**src/common/spi_mem_pkg.sv**
```systemverilog
// SPI to memory subsystem shared definitions
// Word type, client state encoding and reserved addresses

package spi_mem_pkg;

  // --------------------------------------------------------------------------
  // Frame and word sizes
  // --------------------------------------------------------------------------

  // SPI frame length, one full word per frame
  localparam int frame_bits = 32;

  // SPI frame, byte address or data word
  typedef logic [frame_bits-1:0] word_t;

  // --------------------------------------------------------------------------
  // Memory client FSM
  // --------------------------------------------------------------------------

  // Address frame first, then data frame
  // Then either a memory write or an update of go
  typedef enum logic [1:0] {
    // Idle, next frame is an address
    wait_addr,
    // Address stored, next frame is data
    wait_data,
    // Write request pending on the memory port
    wait_mem,
    // Data frame was for the go address
    set_go
  } client_state_e;

  // --------------------------------------------------------------------------
  // Reserved addresses
  // --------------------------------------------------------------------------

  // Data sent here drives go instead of memory
  localparam word_t go_addr = '0;

endpackage

```
**src/hdl/spi_mem_client.sv**
```systemverilog
// SPI memory client
// Pairs address and data frames into memory write requests
// The reserved go address updates the processor run enable instead

`timescale 1ns/10ps

module spi_mem_client (
  input  logic                 clk,
  input  logic                 rst,

  // From the SPI minion
  input  spi_mem_pkg::word_t   push_msg,
  input  logic                 push_en,

  // Write request to the word memory
  output logic                 req_val,
  input  logic                 req_rdy,
  output spi_mem_pkg::word_t   req_addr,
  output spi_mem_pkg::word_t   req_data,

  // Processor run enable
  output logic                 go
);

  // --------------------------------------------------------------------------
  // State register
  // --------------------------------------------------------------------------

  spi_mem_pkg::client_state_e state, next_state;

  always_ff @(posedge clk) begin
    if (rst)
      state <= spi_mem_pkg::wait_addr;
    else
      state <= next_state;
  end

  // --------------------------------------------------------------------------
  // Stored frames
  // --------------------------------------------------------------------------

  spi_mem_pkg::word_t addr_q;
  spi_mem_pkg::word_t data_q;

  // Captured on the matching push strobe
  always_ff @(posedge clk) begin
    if (state == spi_mem_pkg::wait_addr && push_en)
      addr_q <= push_msg;
  end

  always_ff @(posedge clk) begin
    if (state == spi_mem_pkg::wait_data && push_en)
      data_q <= push_msg;
  end

  // --------------------------------------------------------------------------
  // Next state
  // --------------------------------------------------------------------------

  always_comb begin
    next_state = state;
    case (state)
      spi_mem_pkg::wait_addr: begin
        if (push_en)
          next_state = spi_mem_pkg::wait_data;
      end
      spi_mem_pkg::wait_data: begin
        // Address already stored, decide on the data strobe
        if (push_en) begin
          if (addr_q == spi_mem_pkg::go_addr)
            next_state = spi_mem_pkg::set_go;
          else
            next_state = spi_mem_pkg::wait_mem;
        end
      end
      spi_mem_pkg::wait_mem: begin
        // Held until the memory accepts the write
        if (req_rdy)
          next_state = spi_mem_pkg::wait_addr;
      end
      spi_mem_pkg::set_go: begin
        next_state = spi_mem_pkg::wait_addr;
      end
      default: begin
        next_state = spi_mem_pkg::wait_addr;
      end
    endcase
  end

  // --------------------------------------------------------------------------
  // Run enable
  // --------------------------------------------------------------------------

  // Bit 0 of the data frame, one cycle after set_go
  always_ff @(posedge clk) begin
    if (rst)
      go <= 1'b0;
    else if (state == spi_mem_pkg::set_go)
      go <= data_q[0];
  end

  // --------------------------------------------------------------------------
  // Memory request
  // --------------------------------------------------------------------------

  // Stable while pending since both registers only load outside wait_mem
  assign req_val  = (state == spi_mem_pkg::wait_mem);
  assign req_addr = addr_q;
  assign req_data = data_q;

endmodule

```
**config.mk**
```make
export PLATFORM = sky130hd
export DESIGN_NAME = spi_mem_client
export DESIGN_NICKNAME = d
export VERILOG_FILES = /design/src/common/spi_mem_pkg.sv /design/src/hdl/spi_mem_client.sv
export SDC_FILE = /design/constraint.sdc
export NUM_CORES = 1
export LEC_CHECK = 0
export ABC_AREA = 1
export BUFFER_PORTS_ARGS = -buffer_cell sky130_fd_sc_hd__buf_4
export CAP_MARGIN = 10
export CORE_MARGIN = 5
export CORE_UTILIZATION = 35
export DETAILED_ROUTE_END_ITERATION = 7
export PLACE_DENSITY = 0.71
export SETUP_SLACK_MARGIN = 0.02
export SLEW_MARGIN = 20
export SYNTH_ARGS = -nofsm -noshare
export SYNTH_HDL_FRONTEND = slang
export SYNTH_SLANG_ARGS = --single-unit
export TNS_END_PERCENT = 30
```
**constraint.sdc**
```tcl
create_clock -name clk -period 2.54 [get_ports clk]
set_input_delay 0.254 -clock clk [delete_from_list [all_inputs] [get_ports clk]]
set_output_delay 0.254 -clock clk [all_outputs]
set_load 0.05 [all_outputs]
```
==> flow_metrics.tcl <==
set metrics [dict create \
    period_needed_ns 1.45 \
    critPathLaunch "state[0]" \
    worst-path-buf-inv 3 \
    crit_family "buffers and inverters" \
    yosysUniqueCellTypes 13 \
    startpoint_type "flop" \
    p_per_area_nw_per_um2 807 \
    antenna_found_initial 0 \
    diodes 0 \
    synth_top_family_by_area "simple AND/OR/NAND/NOR gates" \
    r2r-end "req_data[28]" \
    finalWeightedCongestion 0.799 \
    synth_cells 115 \
    viasPerCell 4.46 \
    grt_max_degree 33 \
    r2r.worst_path.cells 5 \
    cts_sinks 67 \
    drive_above_1_share 0.513 \
    fp-row-count 28 \
    rsz0062_at_grt "false" \
    skew_ns 0.00638 \
    syn2layout_area_growth_pct 49.5 \
    clkLatencyLatePin_ns 0.33 \
    cts_tree "yes" \
    drtIter0Drc 29 \
    outcome "finished, final reports clean" \
    worstPathRequired_ns 2.51 \
    synth_area_leaders "edfxtp_1, nor2_1, dfxtp_1" \
    netlist_area_um2 2180 \
    synthAdderAreaFrac 0 \
    syn-num-nets 151 \
    stdcell_count 309 \
    crit_type "reg2reg" \
    ctsResizeCount 0 \
    placed_cell_area_um2 3060 \
    cts.path.max_buffers 2 \
    die_x_um 89.0 \
    critPathSlowestCell "buf_4" \
    setup_ws_ns 1.09 \
    drt-met1-wl_um 1840 \
    hp-start "rst" \
    regArea_um2 1980 \
    pre_cts_ws_ns 1.10 \
    hold_end "state[0]" \
    grt_pass1_wl_um 7620 \
    timing.setup.tns_ns 0 \
    critical-path-max-stage-delay_ns 0.39 \
    cap_violations 0 \
    detailed_place_hpwl_um 4000 \
    cts_max_level 3 \
    final_hold_viol_count 0 \
    avgRoutedWirePerCell_um 17.0 \
    wl_um 5250 \
    max_slew_margin 0.697 \
    n_fill_cell 509 \
    dieArea_um2 7920 \
    overflow 0 \
    seq_area_frac_synth 0.907 \
    cts_root_buffer "clkbuf_8" \
    p_leak_nw 1.32 \
    ys_warn_count 0 \
    max_slew.worst_pin.slew_ns 0.455 \
    start_util 0.365 \
    first_pass_iters 4 \
    numCtsBuffers 9 \
    multi_input_area_um2 188 \
    synthMuxAreaShare 0 \
    cp_data_arrival_time_ns 1.43 \
    p_total_mw 2.64 \
    critical_path.cell_chain "inv_2 > nor2_2 > nand2_1 > inv_1 > buf_4" \
    synth-simple-area-share 0.0693 \
    fin_nets 265 \
    ff2ff_setup_slack_ns 1.09 \
    met3_length_um 409 \
    grtUsageTotal 0.136 \
    yosysTopAreaCell "edfxtp_1" \
    max_freq_ghz 0.687 \
    post_cts_buffers 0 \
    dp.cells 293 \
    ir_drop_v 0.000530 \
    top_layer_used "met4" \
    setup_viol 0 \
    endpoint_kind "flop" \
    synth_seq_cells 67 \
    min_path_type "in2reg" \
    port_buffers 101 \
    ios 102 \
    yosysTopAreaCellShare 0.880 \
    synth_compound_area_frac 0.0132 \
    synth_xor_area_frac 0 \
    path_clk_slew_ns 0.06 \
    cts_hold_buf 0 \
    drc 0 \
    core_um2 5990 \
    stdcell_area_um2 3270 \
    grt_pass1_vias 1451 \
    drv_slew 0 \
    crit_path_max_fanout 32 \
    min_path_cells 2 \
    reg2reg_from "state[0]" \
    final.period_utilization 0.573 \
    route.met2.wl_um 2890 \
    avgSynthCellArea_um2 19.0 \
    num_vias 1379 \
    die_y_um 89.0 \
    antenna_left 0 \
]
-- routing by layer --
| layer | vias to the layer above | global-route usage |
|---|---|---|
| met4 | 0 | 0.0731 |
| met5 | - | 0 |
| met1 | 663 | 0.137 |
| met3 | 9 | 0.0415 |
| li1 | 647 | - |
| met2 | 60 | 0.252 |
-- registers in the layout, summed over array words and instances (netlist names) --
signal	cells
state	2
go	1
req_data	32
req_addr	32
-- area by class of cell --
| type | instances | share of cell area |
|---|---|---|
| Clock buffer | 10 | 0.0391 |
| Inverter | 6 | 0.00689 |
| Tap cell | 75 | 0.0287 |
| Timing Repair Buffer | 103 | 0.237 |
| Clock inverter | 6 | 0.0245 |
| Sequential cell | 67 | 0.607 |
| Multi-Input combinational cell | 42 | 0.0574 |
-- placed cells by master (no fill, tap or decap), drive strengths merged --
| cell | instances |
|---|---|
| inv | 6 |
| o21ai | 2 |
| nand2 | 10 |
| bufinv | 2 |
| and2 | 1 |
| nand3 | 2 |
| clkinvlp | 1 |
| clkinv | 3 |
| edfxtp | 64 |
| buf | 103 |
| nand4 | 2 |
| nor2 | 22 |
| a21oi | 3 |
| clkbuf | 10 |
| dfxtp | 3 |
-- cell families after synthesis --
kind of cell	count (synthesis)
buffers and inverters	6
DFF	67
and+or+nand+nor	37
AOI/OAI and AO/OA	5
-- Yosys cell counts, drive strengths merged --
master / instances
a21oi: 3
and2: 1
dfxtp: 3
edfxtp: 64
inv: 6
nand2: 10
nand3: 2
nand4: 2
nor2: 22
o21ai: 2
-- worst max-delay path by stage --
| stage | slack, ns | cells after the start | endpoint |
|---|---|---|---|
| 2_1_floorplan | 0.30 | 3 | req_addr[0] |
| 3_3_place_gp | 1.17 | 5 | req_data[20] |
| 3_5_place_dp | 1.10 | 5 | req_data[20] |
| 4_1_cts | 1.09 | 5 | req_data[2] |
| 5_1_grt | 0.98 | 5 | req_data[2] |
| 6_report | 1.09 | 5 | req_data[28] |
-- stage by stage --
stage	hold WS, ns	utilization
4_1_cts	0.0831	0.545
3_3_place_gp	0.436	0.511
6_report	0.102	0.545
2_1_floorplan	0.316	-
3_5_place_dp	0.435	0.511
5_1_grt	0.0813	0.545
-- report_power, final --
group          leakage (nW)  switching, mW  total, mW  internal, mW
combinational         0.591          0.286      0.402         0.116
clock                 0.101          0.372      0.916         0.545
sequential            0.624         0.0291       1.32          1.29
total                  1.32          0.687       2.64          1.95
Power figures use the tool's default switching activity.
