[src/common/spi_mem_pkg.sv]
// SPI to memory subsystem shared definitions
// Word type, client state encoding and reserved addresses

package spi_mem_pkg;

  // --------------------------------------------------------------------------
  // Frame and word sizes
  // --------------------------------------------------------------------------

  // SPI frame length, one full word per frame
  localparam int frame_bits = 32;

  // SPI frame, byte address or data word
  typedef logic [frame_bits-1:0] word_t;

  // --------------------------------------------------------------------------
  // Memory client FSM
  // --------------------------------------------------------------------------

  // Address frame first, then data frame
  // Then either a memory write or an update of go
  typedef enum logic [1:0] {
    // Idle, next frame is an address
    wait_addr,
    // Address stored, next frame is data
    wait_data,
    // Write request pending on the memory port
    wait_mem,
    // Data frame was for the go address
    set_go
  } client_state_e;

  // --------------------------------------------------------------------------
  // Reserved addresses
  // --------------------------------------------------------------------------

  // Data sent here drives go instead of memory
  localparam word_t go_addr = '0;

endpackage

[src/spi/spi_minion.sv]
// SPI minion, mode 0, MSB first
// Turns 32-bit serial frames into push strobes on the clk domain
// miso loops back the word received in the previous frame

`timescale 1ns/10ps

module spi_minion (
  input  logic                 clk,
  input  logic                 rst,
  input  logic                 cs,
  input  logic                 sclk,
  input  logic                 mosi,
  output logic                 miso,
  output spi_mem_pkg::word_t   push_msg,
  output logic                 push_en
);

  // Counter wide enough to hold a full frame count
  localparam int cnt_bits = $clog2(spi_mem_pkg::frame_bits + 1);

  // --------------------------------------------------------------------------
  // Synchronizers and edge detect
  // --------------------------------------------------------------------------

  logic cs_meta, cs_sync, cs_prev;
  logic sclk_meta, sclk_sync, sclk_prev;
  logic mosi_meta, mosi_sync;

  // cs idles high, sclk idles low in mode 0
  always_ff @(posedge clk) begin
    if (rst) begin
      cs_meta   <= 1'b1;
      cs_sync   <= 1'b1;
      cs_prev   <= 1'b1;
      sclk_meta <= 1'b0;
      sclk_sync <= 1'b0;
      sclk_prev <= 1'b0;
    end else begin
      cs_meta   <= cs;
      cs_sync   <= cs_meta;
      cs_prev   <= cs_sync;
      sclk_meta <= sclk;
      sclk_sync <= sclk_meta;
      sclk_prev <= sclk_sync;
    end
  end

  // Same delay as sclk so data lines up with the rising edge
  always_ff @(posedge clk) begin
    mosi_meta <= mosi;
    mosi_sync <= mosi_meta;
  end

  logic sclk_rise, sclk_fall, cs_rise, cs_fall;

  assign sclk_rise = sclk_sync & ~sclk_prev & ~cs_sync;
  assign sclk_fall = ~sclk_sync & sclk_prev & ~cs_sync;
  assign cs_rise   = cs_sync & ~cs_prev;
  assign cs_fall   = ~cs_sync & cs_prev;

  // --------------------------------------------------------------------------
  // Receive path
  // --------------------------------------------------------------------------

  spi_mem_pkg::word_t   rx_reg;
  logic [cnt_bits-1:0]  bit_cnt;

  // Sample on sclk rise, MSB arrives first
  always_ff @(posedge clk) begin
    if (sclk_rise)
      rx_reg <= {rx_reg[spi_mem_pkg::frame_bits-2:0], mosi_sync};
  end

  // Bit count restarts with each frame, saturates on overlong frames
  always_ff @(posedge clk) begin
    if (rst)
      bit_cnt <= '0;
    else if (cs_fall)
      bit_cnt <= '0;
    else if (sclk_rise && bit_cnt != '1)
      bit_cnt <= bit_cnt + 1'b1;
  end

  // Push only frames of exactly frame_bits pulses
  always_ff @(posedge clk) begin
    if (rst)
      push_en <= 1'b0;
    else
      push_en <= cs_rise && (bit_cnt == cnt_bits'(spi_mem_pkg::frame_bits));
  end

  // Held until the next frame starts shifting
  assign push_msg = rx_reg;

  // --------------------------------------------------------------------------
  // Transmit loop-back
  // --------------------------------------------------------------------------

  spi_mem_pkg::word_t last_word;
  spi_mem_pkg::word_t tx_reg;

  // Zero until the first full frame
  always_ff @(posedge clk) begin
    if (rst)
      last_word <= '0;
    else if (push_en)
      last_word <= rx_reg;
  end

  // Load at frame start, shift on sclk fall
  always_ff @(posedge clk) begin
    if (rst)
      tx_reg <= '0;
    else if (cs_fall)
      tx_reg <= last_word;
    else if (sclk_fall)
      tx_reg <= {tx_reg[spi_mem_pkg::frame_bits-2:0], 1'b0};
  end

  assign miso = tx_reg[spi_mem_pkg::frame_bits-1];

endmodule
[config.mk]
export PLATFORM = sky130hd
export DESIGN_NAME = spi_minion
export DESIGN_NICKNAME = d
export VERILOG_FILES = /design/src/common/spi_mem_pkg.sv /design/src/spi/spi_minion.sv
export SDC_FILE = /design/constraint.sdc
export NUM_CORES = 1
export LEC_CHECK = 0
export ABC_AREA = 1
export BUFFER_PORTS_ARGS = -buffer_cell sky130_fd_sc_hd__buf_2
export CAP_MARGIN = 20
export CELL_PAD_IN_SITES_DETAIL_PLACEMENT = 0
export CELL_PAD_IN_SITES_GLOBAL_PLACEMENT = 1
export CORE_ASPECT_RATIO = 0.8
export CORE_MARGIN = 2
export CORE_UTILIZATION = 41
export CTS_CLUSTER_SIZE = 24
export DETAILED_ROUTE_END_ITERATION = 8
export PLACE_DENSITY_LB_ADDON = 0.1
export SETUP_SLACK_MARGIN = 0.2
export SLEW_MARGIN = 25
export SYNTH_ARGS = -nofsm -noshare
export SYNTH_HDL_FRONTEND = slang
export SYNTH_SLANG_ARGS = --single-unit
export TNS_END_PERCENT = 20
[constraint.sdc]
create_clock -name clk -period 5.15 [get_ports clk]
set_input_delay 1.545 -clock clk [delete_from_list [all_inputs] [get_ports clk]]
set_output_delay 1.545 -clock clk [all_outputs]
set_load 0.1 [all_outputs]
==> results.md <==
- First-pass GRT wire length: between 10000 and 15000 um
- Rel. slew slack: 38.3%
- TritonCTS clock tree: built
- HP Class: flip-flop to flip-flop
- DR DRC count: 0
- Crit path required time: 5.36 ns
- Final net count: ~500
- Max Root-Sink Buffers: 2
- Post_cts resized: 0
- Post-synthesis cell count: 464
- Status: finished, final reports clean
- Clock Sink Count: between 100 and 150
- Initial Util: 42.5%
- Port-buffer cells: 38
- Root Buffer: clkbuf_16
- Max IR drop VDD: between 0.15 and 0.2 mV
- Hold Buf Count CTS: 0
- R2r setup slk: around 2.6 ns
- Final setup vio count: 0
- Global Route Usage Sum: 15.4%
- Leak Pwr: around 0.0016 uW
- CP arrival: between 3 and 4 ns
- CP Launch Type: input port
- Final min period: between 3 and 4 ns
- Vias after detailed routing: 2980
- Crit-path max FO: 39
- # rows: 32
- R2R depth: 6
- Syn avg cell area: around 9 sq um
- Syn nets: 471
- Clk slew on worst S/H paths: 0.07 ns
- Reg2reg start: cs_sync
- TritonCTS buffer count: 9
- Die span in y: 93.7 um
- Highest Clock Rate: 0.328 GHz
- Layout area overhead: 12.9%
- I/O pin count: 39
- CP Capture Type: flip-flop
- Clock Skew: 0.00739 ns
- RSZ-0062 raised after global routing: false
- Sequential-to-total area share from yosys stat: 61.7%
- Synth Register Bits: 111
- Fillcell total: about 950
- Total power: 1570 uW
- Die area: ~11000 sq um
- Final HPWL DP: around 4500 um
- PD cells: 338 nW/um^2
- Max cap viols: 0
- Mean routed wirelength per cell: 12.2 um
- Post-DRT Antenna Nets: 0
- Reg2Reg Capture Point: tx_reg[27]
- Crit Path Category: input port to flip-flop
- Share of layout cells above drive strength 1: 12.5%
- Area of the multi-input gates: 1270 sq um
- WL final: 7710 um
- CORE AREA: 9690 sq um
- Mapped Area: 4120 sq um
- H-tree Lvls: 3
- Final slew viol count: 0
- # Post-CTS Setup Buffers: 0
- Slew @ Worst Pin: approximately 0.9 ns
- Main flop type after synthesis: dfxtp_1
- Post-route clock period utilization: 59.2%
- Met3 usage: 4.26%
- Cells on Worst Hold Path: 0
- Synth cell types: 24
- Antenna violations before repair: 0
- Hold Path Origin: mosi_meta
- Number of global-route vias before repair: roughly 2700
- M1 GR Usage: 20.9%
- FF/Latch Area: 2540 sq um
- Worst-skew pair later-pin latency: 0.34 ns
- Ys async rst share: 0%
- Post-synth EDFFs: 32
- Via density: around 4.7
- Pin count of the biggest net entering global routing: 64
- Die span in x: between 100 and 150 um
- Syn. warnings: 0
- Hold Path End: mosi_sync
- Most Used Layer, Global Route: met2
- Antenna cell count: 0
- GPL Wtd Cong: 0.755
- Iteration-0 DRC Markers: 122
- Drt first pass iters: 4
- Setup TNS: 0 ns
- Met2 Track Usage GR: about a quarter
- GRT overflow: 0
- Final Hold Vio Count: 0
[report_power, final]
part | internal, uW | leakage [uW] | total, uW | switching, uW
Clock | 324 | 0.000134 | 624 | 300
Sequential | 898 | 0.000926 | 900 | 2.49
Combinational | 8.07 | 0.000538 | 49.6 | 41.5
[critical path, stage by stage]
cell and delay, ns:
buf_2 0.07, buf_4 0.37, clkinv_1 0.86, o21ai_0 0.33
a21oi_1 0.06
[final cells by class]
class	count	share of cell area, %
sequential	111	54.7
multi-input combinational	277	27.3
clock buffer	9	4.84
timing repair buffer	41	4.57
inverter	50	4.04
tap	136	3.66
clock inverter	7	0.861
[layout by cell type, fill, tap and decap left out]
cell type,count
edfxtp_1,32
o21ai_0,43
clkbuf_16,9
clkinv_4,2
clkinv_1,4
ha_1,2
nor2_1,14
clkinv_2,3
a21oi_1,67
dfxtp_1,79
or2_2,2
buf_2,38
nand2_4,1
o21ai_1,22
nand4_1,2
nor4_1,1
inv_1,46
xor2_1,1
nor2_4,1
inv_2,2
nand3_1,8
nand2_1,111
buf_4,3
nand3b_1,1
nand2_2,1
[worst max-delay path by stage]
stage,start,to,slack (ns),cells past startpoint
floorplan,push_en,push_en,2.66,0
global placement,rst,last_word[22],1.98,5
detailed placement,rst,last_word[3],1.94,5
CTS,rst,last_word[3],2.30,5
global route,rst,last_word[22],1.83,5
finish,rst,last_word[22],2.10,5
[metrics by stage]
stage | area, sq um | instances | setup WS (ns) | hold WS [ns] | utilization, %
after global routing | 4650 | 631 | 1.83 | 0.341 | 48.0
after detailed placement | 4380 | 615 | 1.94 | 0.313 | 45.2
final | 4650 | 631 | 2.10 | 0.329 | 48.0
after global placement | 4380 | 615 | 1.98 | 0.312 | 45.2
after CTS | 4650 | 631 | 2.30 | 0.330 | 48.0
after floorplan | 4120 | 464 | 2.66 | 0.310 | -
[cells by family after synthesis]
kind of cell / synth area share (%)
buffers and inverters: 7.53
AND/OR/NAND/NOR: 13.9
adder cells (fa/ha/maj): 0.607
AO/OA/AOI/OAI: 16.0
XOR/XNOR: 0.213
flip-flops: 61.7
[synth_stat cells, types with 3 or more instances]
cell      number  area, sq um
inv_1         47          176
buf_2         11         55.1
dfxtp_1       79         1580
a21oi_1       67          335
o21ai_1       22          110
edfxtp_1      32          961
nand3_1        8         40.0
nand2_1      111          417
o21ai_0       43          215
clkbuf_1      11         41.3
nor2_1        14         52.6
buf_4          3         22.5
[routing by layer]
layer,vias up,part of all wire [%]
li1,1567,-
met1,1364,53
met2,39,42
met3,10,3.5
met4,0,1.8
met5,-,0
(Power assumes the default switching activity.)
